`src/common/fpu_const_pkg.sv`:
```
package fpu_const_pkg;

	localparam logic [2:0] FPU_RM_RNE = 3'd0;
	localparam logic [2:0] FPU_RM_RTZ = 3'd1;
	localparam logic [2:0] FPU_RM_RDN = 3'd2;
	localparam logic [2:0] FPU_RM_RUP = 3'd3;
	localparam logic [2:0] FPU_RM_RMM = 3'd4;

	localparam logic signed [9:0] EXP_BIAS = 10'sd127;
	localparam logic signed [9:0] EXP_MAX = 10'sd127;
	localparam logic signed [9:0] EXP_MIN = -10'sd126;

	// biased exponent field shared by infinity and NaN
	localparam logic [9:0] EXP_SPECIAL = 10'h0ff;
	localparam logic [23:0] QNAN_MAN = 24'hc00000;
	localparam logic [23:0] INF_MAN = 24'h800000;

endpackage

```
`src/common/fpu_types_pkg.sv`:
```
package fpu_types_pkg;

	// mantissa with the hidden bit at [23]
	typedef logic [23:0] man_t;

	// unbiased exponent, signed, with headroom past the single range
	typedef logic signed [9:0] exp_t;

	// raw IEEE-754 single
	typedef logic [31:0] fp32_t;

	// rounding mode code
	typedef logic [2:0] rm_t;

endpackage

```
`src/common/fpu_operand_if.sv`:
```
interface fpu_operand_if
	import fpu_types_pkg::*;
();

	man_t	man;
	exp_t	exp;
	logic	sgn;
	logic	zero;
	logic	inf;
	logic	snan;
	logic	qnan;

	modport src (
		output man, exp, sgn, zero, inf, snan, qnan
	);

	modport dst (
		input man, exp, sgn, zero, inf, snan, qnan
	);

endinterface

```
`src/common/fpu_result_if.sv`:
```
interface fpu_result_if
	import fpu_types_pkg::*;
();

	man_t	man;
	exp_t	exp;
	logic	sgn;
	logic	round_bit;
	logic	sticky_bit;
	logic	iv;
	// exp holds the biased field when final_res is set
	logic	final_res;
	logic	ready;

	modport src (
		output man, exp, sgn, round_bit, sticky_bit, iv, final_res, ready
	);

	modport dst (
		input man, exp, sgn, round_bit, sticky_bit, iv, final_res, ready
	);

endinterface

```
`src/float_adder/float_adder.sv`:
```
module float_adder
	import fpu_types_pkg::*, fpu_const_pkg::*;
(
	input	logic			clk,
	input	logic			reset,
	input	logic			load,
	input	logic			op_add,
	input	logic			op_sub,
	input	rm_t			rm,
	fpu_operand_if.dst		a,
	fpu_operand_if.dst		b,
	fpu_result_if.src		res
);

	typedef enum logic [1:0] {IDLE, ALIGN, ADD, NORM} state_t;

	state_t			state;

	logic			sgn_b_eff;
	logic			sub_eff;
	logic			swap;
	logic			iv_int;
	logic			nan_case;
	logic			inf_case;
	logic			zero_case;
	logic			special;
	logic			sgn_y;

	logic			sub_q;
	man_t			man_a_q;
	man_t			man_b_q;
	exp_t			exp_a_q;
	exp_t			exp_b_q;
	logic			guard_q;
	logic			round_q;
	logic			sticky_q;

	exp_t			align;
	logic	[4:0]	shift_sel;
	logic	[25:0]	shift_in;
	logic	[25:0]	shift_out;
	logic			shift_sticky;

	logic	[24:0]	sum;
	logic	[4:0]	lz;
	logic			lz_zero;

	assign sgn_b_eff = b.sgn ^ op_sub;
	assign sub_eff = a.sgn ^ sgn_b_eff;
	assign swap = (a.exp < b.exp) || ((a.exp == b.exp) && (a.man < b.man));

	assign iv_int = a.snan || b.snan || (sub_eff && a.inf && b.inf);
	assign nan_case = iv_int || a.qnan || b.qnan;
	assign inf_case = a.inf || b.inf;
	// both zero, or x - x
	assign zero_case = (a.zero && b.zero) ||
		(sub_eff && (a.exp == b.exp) && (a.man == b.man));
	assign special = nan_case || inf_case || zero_case || a.zero || b.zero;

	always_comb begin
		if (inf_case)
			sgn_y = a.inf ? a.sgn : sgn_b_eff;
		else if (zero_case)
			sgn_y = (a.zero && b.zero && !sub_eff) ? a.sgn : (rm == FPU_RM_RDN);
		else if (a.zero || swap)
			sgn_y = sgn_b_eff;
		else
			sgn_y = a.sgn;
	end

	// smaller operand, negated for an effective subtract
	assign align = exp_a_q - exp_b_q;
	assign shift_sel = |align[9:5] ? 5'h1f : align[4:0];
	assign shift_in = sub_q ? -{man_b_q, 2'b00} : {man_b_q, 2'b00};

	always_ff @(posedge clk, posedge reset) begin
		if (reset) begin
			state <= IDLE;
			res.ready <= 1'b0;
		end else if (load) begin
			if ((op_add || op_sub) && !special) begin
				state <= ALIGN;
				res.ready <= 1'b0;
			end else begin
				state <= IDLE;
				res.ready <= op_add || op_sub;
			end
		end else begin
			case (state)
				IDLE:		res.ready <= 1'b0;
				ALIGN:		state <= ADD;
				ADD:		state <= NORM;
				NORM: begin
					state <= IDLE;
					res.ready <= 1'b1;
				end
				default:	state <= IDLE;
			endcase
		end
	end

	always_ff @(posedge clk) begin
		if (load) begin
			sub_q <= sub_eff;
			res.iv <= iv_int;
			res.sgn <= sgn_y;
			res.round_bit <= 1'b0;
			res.sticky_bit <= 1'b0;
			res.final_res <= nan_case || inf_case || zero_case;
			if (nan_case) begin
				res.man <= QNAN_MAN;
				res.exp <= EXP_SPECIAL;
				res.sgn <= 1'b0;
			end else if (inf_case) begin
				res.man <= INF_MAN;
				res.exp <= EXP_SPECIAL;
			end else if (zero_case) begin
				res.man <= 24'd0;
				res.exp <= 10'd0;
			end else if (b.zero) begin
				res.man <= a.man;
				res.exp <= a.exp;
			end else if (a.zero) begin
				res.man <= b.man;
				res.exp <= b.exp;
			end
			// larger magnitude always ends up in the a slot
			man_a_q <= swap ? b.man : a.man;
			exp_a_q <= swap ? b.exp : a.exp;
			man_b_q <= swap ? a.man : b.man;
			exp_b_q <= swap ? a.exp : b.exp;
		end else begin
			case (state)
				ALIGN: begin
					man_b_q <= shift_out[25:2];
					guard_q <= shift_out[1];
					round_q <= shift_out[0];
					sticky_q <= shift_sticky;
				end
				ADD:	sum <= {1'b0, man_a_q} + {1'b0, man_b_q};
				NORM: begin
					if (!sub_q && sum[24]) begin
						res.man <= sum[24:1];
						res.exp <= exp_a_q + 10'sd1;
						res.round_bit <= sum[0];
						res.sticky_bit <= guard_q | round_q | sticky_q;
					end else if (sum[23]) begin
						res.man <= sum[23:0];
						res.exp <= exp_a_q;
						res.round_bit <= guard_q;
						res.sticky_bit <= round_q | sticky_q;
					end else if (sum[22]) begin
						res.man <= {sum[22:0], guard_q};
						res.exp <= exp_a_q - 10'sd1;
						res.round_bit <= round_q;
						res.sticky_bit <= sticky_q;
					end else begin
						// deep cancellation only with align <= 1, so this is exact
						res.man <= lz_zero ? {guard_q, 23'd0} :
							({sum[22:0], guard_q} << (lz - 5'd1));
						res.exp <= exp_a_q - {5'd0, lz};
						res.round_bit <= 1'b0;
						res.sticky_bit <= 1'b0;
					end
				end
				default: ;
			endcase
		end
	end

	rshifter #(.WIDTH(26), .SEL_WIDTH(5)) align_shifter (
		.in(shift_in),
		.sel(shift_sel),
		.sgn(sub_q),
		.out(shift_out),
		.sticky_bit(shift_sticky)
	);

	leading_zero_counter_24 norm_lzc (
		.in(sum[23:0]),
		.y(lz),
		.a(lz_zero)
	);

	ready_single: assert property (@(posedge clk) disable iff (reset)
		res.ready && !load |=> !res.ready);

	ready_idle: assert property (@(posedge clk) disable iff (reset)
		res.ready |-> state == IDLE);

endmodule

```
`src/float_adder/leading_zero_counter_24.sv`:
```
module leading_zero_counter_24
	import fpu_types_pkg::*;
(
	input	man_t			in,
	output	logic	[4:0]	y,
	output	logic			a
);

	// higher bits overwrite lower ones, so the top set bit wins
	always_comb begin
		y = 5'd24;
		for (int i = 0; i < 24; i++) begin
			if (in[i])
				y = 5'(23 - i);
		end
	end

	assign a = ~|in;

endmodule

```
`src/float_adder/rshifter.sv`:
```
module rshifter #(
	parameter int WIDTH = 26,
	parameter int SEL_WIDTH = 5
) (
	input	logic	[WIDTH-1:0]		in,
	input	logic	[SEL_WIDTH-1:0]	sel,
	input	logic					sgn,
	output	logic	[WIDTH-1:0]		out,
	output	logic					sticky_bit
);

	// room below the word for the largest shift
	localparam int LOW = 2 ** SEL_WIDTH;

	logic signed	[WIDTH+LOW:0]	ext;
	logic signed	[WIDTH+LOW:0]	shifted;

	// sgn sits above in so a negated full-width value keeps its sign
	assign ext = {sgn, in, {LOW{1'b0}}};
	assign shifted = ext >>> sel;

	assign out = shifted[WIDTH+LOW-1:LOW];
	assign sticky_bit = |shifted[LOW-1:0];

endmodule

```
`src/verilog/float_round_pack.sv`:
```
module float_round_pack
	import fpu_types_pkg::*, fpu_const_pkg::*;
(
	input	logic			clk,
	input	logic			reset,
	input	logic			start,
	input	rm_t			rm,
	fpu_result_if.dst		res,
	output	fp32_t			y,
	output	logic			invalid,
	output	logic			overflow,
	output	logic			underflow,
	output	logic			inexact,
	output	logic			done
);

	rm_t			rm_q;
	logic			round_up;
	logic			carry;
	man_t			man_r;
	exp_t			exp_r;
	exp_t			exp_biased;
	logic			to_max;
	logic			take;

	fp32_t			y_n;
	logic			invalid_n;
	logic			overflow_n;
	logic			underflow_n;
	logic			inexact_n;

	always_comb begin
		case (rm_q)
			FPU_RM_RNE:	round_up = res.round_bit & (res.sticky_bit | res.man[0]);
			FPU_RM_RTZ:	round_up = 1'b0;
			FPU_RM_RDN:	round_up = res.sgn & (res.round_bit | res.sticky_bit);
			FPU_RM_RUP:	round_up = !res.sgn & (res.round_bit | res.sticky_bit);
			FPU_RM_RMM:	round_up = res.round_bit;
			default:	round_up = 1'b0;
		endcase
	end

	// carry out leaves man_r at zero, i.e. 1.0 at the next exponent
	assign {carry, man_r} = {1'b0, res.man} + {24'd0, round_up};
	assign exp_r = res.exp + {9'd0, carry};
	assign exp_biased = exp_r + EXP_BIAS;

	// overflow saturates when rounding goes toward zero
	assign to_max = (rm_q == FPU_RM_RTZ) || ((rm_q == FPU_RM_RDN) && !res.sgn) ||
		((rm_q == FPU_RM_RUP) && res.sgn);

	always_comb begin
		y_n = {res.sgn, exp_biased[7:0], man_r[22:0]};
		invalid_n = 1'b0;
		overflow_n = 1'b0;
		underflow_n = 1'b0;
		inexact_n = res.round_bit | res.sticky_bit;
		if (res.final_res) begin
			y_n = {res.sgn, res.exp[7:0], res.man[22:0]};
			invalid_n = res.iv;
			inexact_n = 1'b0;
		end else if (exp_r > EXP_MAX) begin
			y_n = to_max ? {res.sgn, 8'hfe, 23'h7fffff} : {res.sgn, 8'hff, 23'd0};
			overflow_n = 1'b1;
			inexact_n = 1'b1;
		end else if (exp_r < EXP_MIN) begin
			y_n = {res.sgn, 31'd0};
			underflow_n = 1'b1;
			inexact_n = 1'b1;
		end
	end

	// a new start overwrites rm_q, so a result landing with it is dropped
	assign take = res.ready && !start;

	always_ff @(posedge clk, posedge reset) begin
		if (reset) begin
			rm_q <= FPU_RM_RNE;
			done <= 1'b0;
			y <= '0;
			invalid <= 1'b0;
			overflow <= 1'b0;
			underflow <= 1'b0;
			inexact <= 1'b0;
		end else begin
			if (start)
				rm_q <= rm;
			done <= take;
			if (take) begin
				y <= y_n;
				invalid <= invalid_n;
				overflow <= overflow_n;
				underflow <= underflow_n;
				inexact <= inexact_n;
			end
		end
	end

	done_after_ready: assert property (@(posedge clk) disable iff (reset)
		done |-> $past(res.ready));

endmodule

```
`src/verilog/float_unpack.sv`:
```
module float_unpack
	import fpu_types_pkg::*, fpu_const_pkg::*;
(
	input	fp32_t			word,
	fpu_operand_if.src		op
);

	logic	[7:0]	exp_field;
	logic	[22:0]	frac;
	logic			exp_ones;

	assign exp_field = word[30:23];
	assign frac = word[22:0];
	assign exp_ones = exp_field == 8'hff;

	assign op.sgn = word[31];

	// subnormals flush to zero here
	assign op.zero = exp_field == 8'd0;

	assign op.inf = exp_ones && (frac == 23'd0);
	assign op.snan = exp_ones && (frac != 23'd0) && !frac[22];
	assign op.qnan = exp_ones && frac[22];

	assign op.man = op.zero ? 24'd0 : {1'b1, frac};
	assign op.exp = {2'b00, exp_field} - EXP_BIAS;

endmodule

```
`src/verilog/fp_add_unit.sv`:
```
module fp_add_unit
	import fpu_types_pkg::*;
(
	input	logic	clk,
	input	logic	reset,
	input	logic	start,
	input	logic	sub,
	input	rm_t	rm,
	input	fp32_t	a,
	input	fp32_t	b,
	output	fp32_t	y,
	output	logic	invalid,
	output	logic	overflow,
	output	logic	underflow,
	output	logic	inexact,
	output	logic	done
);

	logic	op_add;
	logic	op_sub;

	fpu_operand_if	op_a ();
	fpu_operand_if	op_b ();
	fpu_result_if	sum_res ();

	assign op_add = start & ~sub;
	assign op_sub = start & sub;

	float_unpack unpack_a (
		.word(a),
		.op(op_a)
	);

	float_unpack unpack_b (
		.word(b),
		.op(op_b)
	);

	float_adder adder (
		.clk(clk),
		.reset(reset),
		.load(start),
		.op_add(op_add),
		.op_sub(op_sub),
		.rm(rm),
		.a(op_a),
		.b(op_b),
		.res(sum_res)
	);

	float_round_pack round_pack (
		.clk(clk),
		.reset(reset),
		.start(start),
		.rm(rm),
		.res(sum_res),
		.y(y),
		.invalid(invalid),
		.overflow(overflow),
		.underflow(underflow),
		.inexact(inexact),
		.done(done)
	);

endmodule
```
`config.mk`:
```
export PLATFORM = sky130hd
export DESIGN_NAME = fp_add_unit
export DESIGN_NICKNAME = d
export VERILOG_FILES = /design/src/common/fpu_const_pkg.sv /design/src/common/fpu_types_pkg.sv /design/src/common/fpu_operand_if.sv /design/src/common/fpu_result_if.sv /design/src/float_adder/float_adder.sv /design/src/float_adder/leading_zero_counter_24.sv /design/src/float_adder/rshifter.sv /design/src/verilog/float_round_pack.sv /design/src/verilog/float_unpack.sv /design/src/verilog/fp_add_unit.sv
export SDC_FILE = /design/constraint.sdc
export NUM_CORES = 1
export LEC_CHECK = 0
export BUFFER_PORTS_ARGS = -buffer_cell sky130_fd_sc_hd__buf_4
export CAP_MARGIN = 0
export CORE_MARGIN = 5
export CORE_UTILIZATION = 45
export DETAILED_ROUTE_END_ITERATION = 12
export HOLD_SLACK_MARGIN = 0.08
export PLACE_DENSITY = 0.72
export SETUP_SLACK_MARGIN = 0.4
export SLEW_MARGIN = 25
export SYNTH_ARGS = -nofsm -noshare
export SYNTH_HDL_FRONTEND = slang
export SYNTH_HIERARCHICAL = 1
export SYNTH_SLANG_ARGS = --single-unit
```
`constraint.sdc`:
```
create_clock -name clk -period 5 [get_ports clk]
set_clock_uncertainty 0.2 [all_clocks]
set_input_delay 1 -clock clk [delete_from_list [all_inputs] [get_ports clk]]
set_output_delay 1 -clock clk [all_outputs]
set_load 0.01 [all_outputs]
```
# Yosys cells after proc, flatten, opt, wreduce, memory -nomap -nowiden
# Index checks and enable logic that the tools add are counted.
[totals]
regBits = 179
input_bits = 71
output_inout_bits = 37
wordCells = 216
[classes]
add_sub_neg = 12
n_lt_le_gt_ge = 4
n_eq_ne = 13
shifts = 2
muxes = 86
n_bitwise = 14
n_reduce_logical = 60
[ops]
columns = ["operator", "count"]
rows = [
  ["24-bit two-way mux", 18],
  ["10-bit two-way mux", 12],
  ["5-bit two-way mux", 24],
  ["31-bit two-way mux", 3],
  ["59-bit by 5-bit >>> shifter with 58-bit output", 1],
  ["23-bit zero test", 2],
  ["23-bit nonzero test", 2],
  ["32-bit OR reduction", 1],
  ["26-bit two-way mux", 1],
  ["26-bit negator", 1],
  ["24-bit by 1-bit adder with 25-bit output", 1],
  ["24-bit by 24-bit adder with 25-bit output", 1],
  ["24-bit == test", 1],
  ["24-bit less-than comparator", 1],
  ["24-bit OR reduction", 1],
  ["24-bit by 5-bit left shift with 24-bit output", 1],
  ["1-bit two-way mux", 23],
  ["1-bit logical AND", 20],
  ["8-bit by 7-bit subtractor with 9-bit output (second input constant)", 2],
  ["8-bit == test (second input constant)", 2],
  ["8-bit zero test", 2],
  ["1-bit logical OR", 15],
  ["10-bit by 1-bit adder with 10-bit output", 1],
  ["10-bit by 2-bit adder with 10-bit output (second input constant)", 1],
  ["other kinds (32)", 54],
]

# Longest topological paths before layout
[depth]
depth_word = 32
depth_mapped = 25
ltp_nobuf = 20

# By module
# Netlist, hierarchy kept.
[modules_own_cells]
columns = ["mod", "instances", "cells_per_inst", "area_each_um2", "seq_area_each_um2"]
rows = [
  ["float_adder", 1, 1229, 11290.8, 4139.0],
  ["float_round_pack", 1, 398, 3229.3, 1001.0],
  ["rshifter", 1, 217, 1739.2, 0.0],
  ["float_unpack", 2, 66, 478.0, 0.0],
  ["leading_zero_counter_24", 1, 47, 301.5, 0.0],
  ["fp_add_unit", 1, 2, 16.3, 0.0],
]

# Worst setup path after synthesis
# Ideal clock, no wire load.
[synth_path]
path_kind = "input to register"
startpoint = "input port a[30]"
endpoint = "register adder.res.exp[0], enable pin"
setup_ns = 0.682
arrival_time_ns = 4.267
required_time_ns = 4.118
path_slack_ns = -0.149
stages = 13
n_path_buf = 1
cell_sequence = "nor4_2 > nand3_2 > buf_6 > and2_4 > ha_1 > nand4_1 > nor2_1 > and2_1 > a32oi_1 > nand2_1 > or3_1 > nand2_1 > o21ai_0"
[synth_via]
word_cells_on_any_way = 23
classes_between = "add/sub (1); eq/ne (4); mux (1); reduce/logical (17)"
[synth_lines]
columns = ["element", "line", "text"]
rows = [
  ["from (decl)", "fp_add_unit.sv:9", "input fp32_t a,"],
  ["8-bit zero test", "float_unpack.sv:19", "assign op.zero = exp_field == 8'd0;"],
  ["24-bit two-way mux", "float_unpack.sv:25", "assign op.man = op.zero ? 24'd0 : {1'b1, frac};"],
  ["net op_a.man[5]", "fpu_operand_if.sv:5", "man_t man;"],
  ["24-bit == test", "float_adder.sv:57", "(sub_eff && (a.exp == b.exp) && (a.man == b.man));"],
  ["1-bit logical AND", "float_adder.sv:57", ""],
  ["1-bit logical OR", "float_adder.sv:56", "assign zero_case = (a.zero && b.zero) ||"],
  ["6-bit by 1-bit != test with 1-bit output (no source line)", "n/a", ""],
  ["2-bit AND reduction (no source line)", "n/a", ""],
  ["to (decl)", "fpu_result_if.sv:16", "output man, exp, sgn, round_bit, sticky_bit, iv, final_res, ready"],
]
# The timed path passes the listed nets, and every way through them passes these cells.
# A chain may end at the register's enable or synchronous reset.

# Worst setup path after layout
[layout_path]
startpoint = "register round_pack.rm_q[1]"
endpoint = "register round_pack.y[22]"
[layout_via]
elab_chain_len = 8
word_cells_on_any_way = 18
classes_between = "add/sub (2); order compare (2); eq/ne (4); mux (5); reduce/logical (5)"
[layout_lines]
columns = ["element", "line", "text"]
rows = [
  ["from (decl)", "float_round_pack.sv:17", "rm_t rm_q;"],
  ["from (signal assigned)", "float_round_pack.sv:87", "rm_q <= rm;"],
  ["3-bit == test (tied with other cells)", "float_round_pack.sv:33", "case (rm_q)"],
  ["1-bit one-hot mux with 4 select lines", "float_round_pack.sv:33", ""],
  ["24-bit by 1-bit adder with 25-bit output", "float_round_pack.sv:44", "assign {carry, man_r} = {1'b0, res.man} + {24'd0, round_up};"],
  ["10-bit by 1-bit adder with 10-bit output", "float_round_pack.sv:45", "assign exp_r = res.exp + {9'd0, carry};"],
  ["10-bit by 8-bit less-than comparator with 1-bit output", "float_round_pack.sv:66", "end else if (exp_r < EXP_MIN) begin"],
  ["31-bit two-way mux", "float_round_pack.sv:66", ""],
  ["31-bit two-way mux (*)", "float_round_pack.sv:62", "end else if (exp_r > EXP_MAX) begin"],
  ["31-bit two-way mux (*)", "float_round_pack.sv:58", "if (res.final_res) begin"],
  ["to (signal assigned)", "float_round_pack.sv:90", "y <= y_n;"],
  ["to (decl)", "float_round_pack.sv:9", "output fp32_t y,"],
]
# Every way passes the cells marked *; elsewhere a longest branch is shown, timed or not.

==> flow_summary.json <==
{
  "grt_pass1_wl_um": 88700,
  "syn_avg_cell_area_sq_um": 8.66,
  "yosysWarnings": 6,
  "synth.distinct_cells": 109,
  "io_buffers": 107,
  "synthTopCellsByCount": "nand2_1 (197), nor2_1 (181), edfxtp_1 (134)",
  "cp_slowest_cell": "dfrtp_1",
  "grt.met3_usage_pct": 3.42,
  "layout.area.seq_sq_mm": 0.00514,
  "cp_top_family": "buffers and inverters",
  "grt_max_degree": 80,
  "synth.largest_area_cell": "edfxtp_1",
  "fmax_ghz": 0.211,
  "worst_ep_arrival_time_ns": 4.94,
  "grt_pass1_vias": 15500,
  "slew_violations": 0,
  "antenna_found_initial": 1,
  "antennaDiodeCount": 0,
  "yosys_most_used_dff": "edfxtp_1",
  "rsz0062_at_grt": "yes",
  "cp_max_fo": 3,
  "drcViolationCount": 0,
  "wl_per_cell_um": 21.5,
  "fin_nets": 2353,
  "ctsRootBufferMaster": "clkbuf_16",
  "setup-violations-final": 0,
  "async_reset_ff_share_pct": 24.0,
  "num_vias": 16700,
  "areaGrowthSynthToFinish_pct": 19.0,
  "core_sq_mm": 0.0386,
  "slew-limit-headroom_pct": 27.5,
  "yosys-top-cells-area": "edfxtp_1 (23%), dfrtp_1 (6.1%), ha_1 (6.1%)",
  "vias_per_cell": 6.12,
  "crit_buf_inv": 16,
  "cp.required_ns": 5.19,
  "crit_path_max_incr_delay_ns": 0.40,
  "cts.path.max_buffers": 2,
  "status": "completed",
  "synth-seq-cells": 179,
  "clk_pin_slew_ns": 0.08,
  "core.rowCount": 72,
  "power_density_mw_per_mm2": 290,
  "ant_nets": 0,
  "crit_path_end_kind": "register",
  "finalCritPeriodShare_pct": 95.0,
  "startpoint_type": "register",
  "gp_congestion": 0.994,
  "grt-busiest-layer": "met2",
  "power.leakage_nw": 8.46,
  "io_pins": 108,
  "drt_iter0_drc": 1812,
  "synth_top_area_share_pct": 23.0,
  "crit_path_frequent_cell": "buf_4",
  "fillers": 3521,
  "synthCells": 2025,
  "worst_pin_slew_ns": 1.09,
  "fin_tns_setup_ns": 0,
  "grt_overflow_total": 0,
  "cts_hold_buffers": 0,
  "dpl.hpwl_um": 43800,
  "peakVddDrop_uv": 234,
  "design_area_sq_mm": 0.0209,
  "insertion_delay_ns": 0.46,
  "syn_area_sq_mm": 0.0175,
  "min_path_type": "input pin to async pin",
  "post-route-min-period_ns": 4.75,
  "die_w_um": 207,
  "htreeDepth": 4,
  "start_util_pct": 45.5,
  "drive_gt1_share_pct": 24.7,
  "use_met1_pct": 35.3,
  "grt_usage_pct": 25.6,
  "dpl_cell_area_sq_mm": 0.0193,
  "cts_buffers": 17,
  "cap_violations": 0,
  "multiInputGateArea_sq_mm": 0.0117,
  "routed_wl_um": 58600,
  "yosysMostFrequentCell": "nand2_1",
  "die_h_um": 207,
  "cts_sinks": 179,
  "first_pass_iters": 6,
  "path_class": "register to register",
  "synth_edf_count": 134,
  "finalHoldViolCount": 0,
  "use_met2_pct": 41.7,
  "tritoncts": "built",
  "ys_seq_area_share_pct": 29.3,
  "fp.dieArea_sq_mm": 0.0430
}
-- cell type report --
type	count	area share, %
Clock inverter	13	0.635
Inverter	115	2.07
Clock buffer	19	2.28
Multi-Input combinational cell	1613	56.3
Tap cell	518	3.11
Sequential cell	179	24.6
Timing Repair Buffer	267	11.0
-- layer usage --
metal	up-vias	share of wire (%)
li1	7780	-
met1	8003	42
met2	768	47
met3	115	7.2
met4	2	3.6
met5	-	0.032
-- cell usage in the layout (no fill, tap or decap), types with 11 or more instances in the layout --
cell type,count
clkbuf_16,22
ha_1,80
nand4_1,22
and3_1,12
o21ai_1,30
nand2b_1,21
nor3_1,37
nand3b_1,13
xnor2_1,81
dfrtp_1,43
o21ai_0,115
nand3_1,35
o21ai_2,27
buf_4,240
nand2_2,20
or3_1,11
and2_4,37
a21oi_1,116
nor4_1,25
mux4_2,35
o2111ai_1,11
edfxtp_1,134
o22ai_1,37
a211oi_1,11
o21a_1,14
nand2_1,196
mux2_2,31
mux2i_1,93
inv_1,107
buf_12,12
a21o_1,16
o211ai_1,24
xor2_1,19
nor2b_1,19
a31oi_1,36
nor2_1,177
-- report_power, final --
part | switching [mW] | internal (mW) | leakage [nW]
clock | 0.665 | 0.720 | 0.293
combinational | 1.45 | 1.17 | 6.43
sequential | 0.184 | 1.86 | 1.75
total | 2.29 | 3.75 | 8.46
-- cell families after synthesis --
family	count (synthesis)	synth area share, %
compound gates	545	20.2
xor+xnor	106	5.30
fa+ha+maj	89	6.48
buf+inv	239	5.83
flops	179	29.3
mux	170	12.5
other cells	1	0.0214
simple gates	696	20.3
-- repair_timing --
| action | 4_1_cts | 5_1_grt |
|---|---|---|
| buffers inserted | 24 | 32 |
| hold endpoints to repair | 0 | 0 |
| cloned | 2 | 3 |
| endpoints found under the setup margin | 49 | 59 |
| pin swaps | 12 | 50 |
| resized for setup | 22 | 61 |
-- state kept, by name, summed over array words and instances (netlist names), 2 cells and up --
signal and cells:
round_pack/y 32, adder/sum 25, adder/man_a_q 24, adder/man_b_q 24
adder/res.man 24, adder/exp_a_q 10, adder/exp_b_q 10, adder/res.exp 10
round_pack/rm_q 3, adder/state 2
-- final timing paths --
check | cells past startpoint | slack, ns | from | end
worst max-delay path | 28 | 0.25 | round_pack/rm_q[1] | round_pack/y[22]
worst min-delay path | 2 | 0.24 | reset | adder/res.ready
worst max register to register | 28 | 0.25 | round_pack/rm_q[1] | round_pack/y[22]
worst min register to register | 2 | 0.28 | adder/res.round_bit | adder/res.round_bit
max in group asynchronous | 3 | 3.71 | reset | round_pack/y[15]
min in group clk | 2 | 0.28 | adder/res.round_bit | adder/res.round_bit
-- through the flow --
stage	cells	hold slack [ns]	power [mW]	worst slack, ns	util [%]
floorplan	2031	0.250	3.67	0.448	-
global placement	2631	0.265	4.47	0.125	50.2
detailed placement	2631	0.275	4.51	0.0679	50.2
CTS	2689	0.224	5.94	0.349	52.7
global route	2724	0.241	6.35	0.166	54.1
finish	2724	0.241	6.04	0.250	54.1
Power figures use the tool's default switching activity.
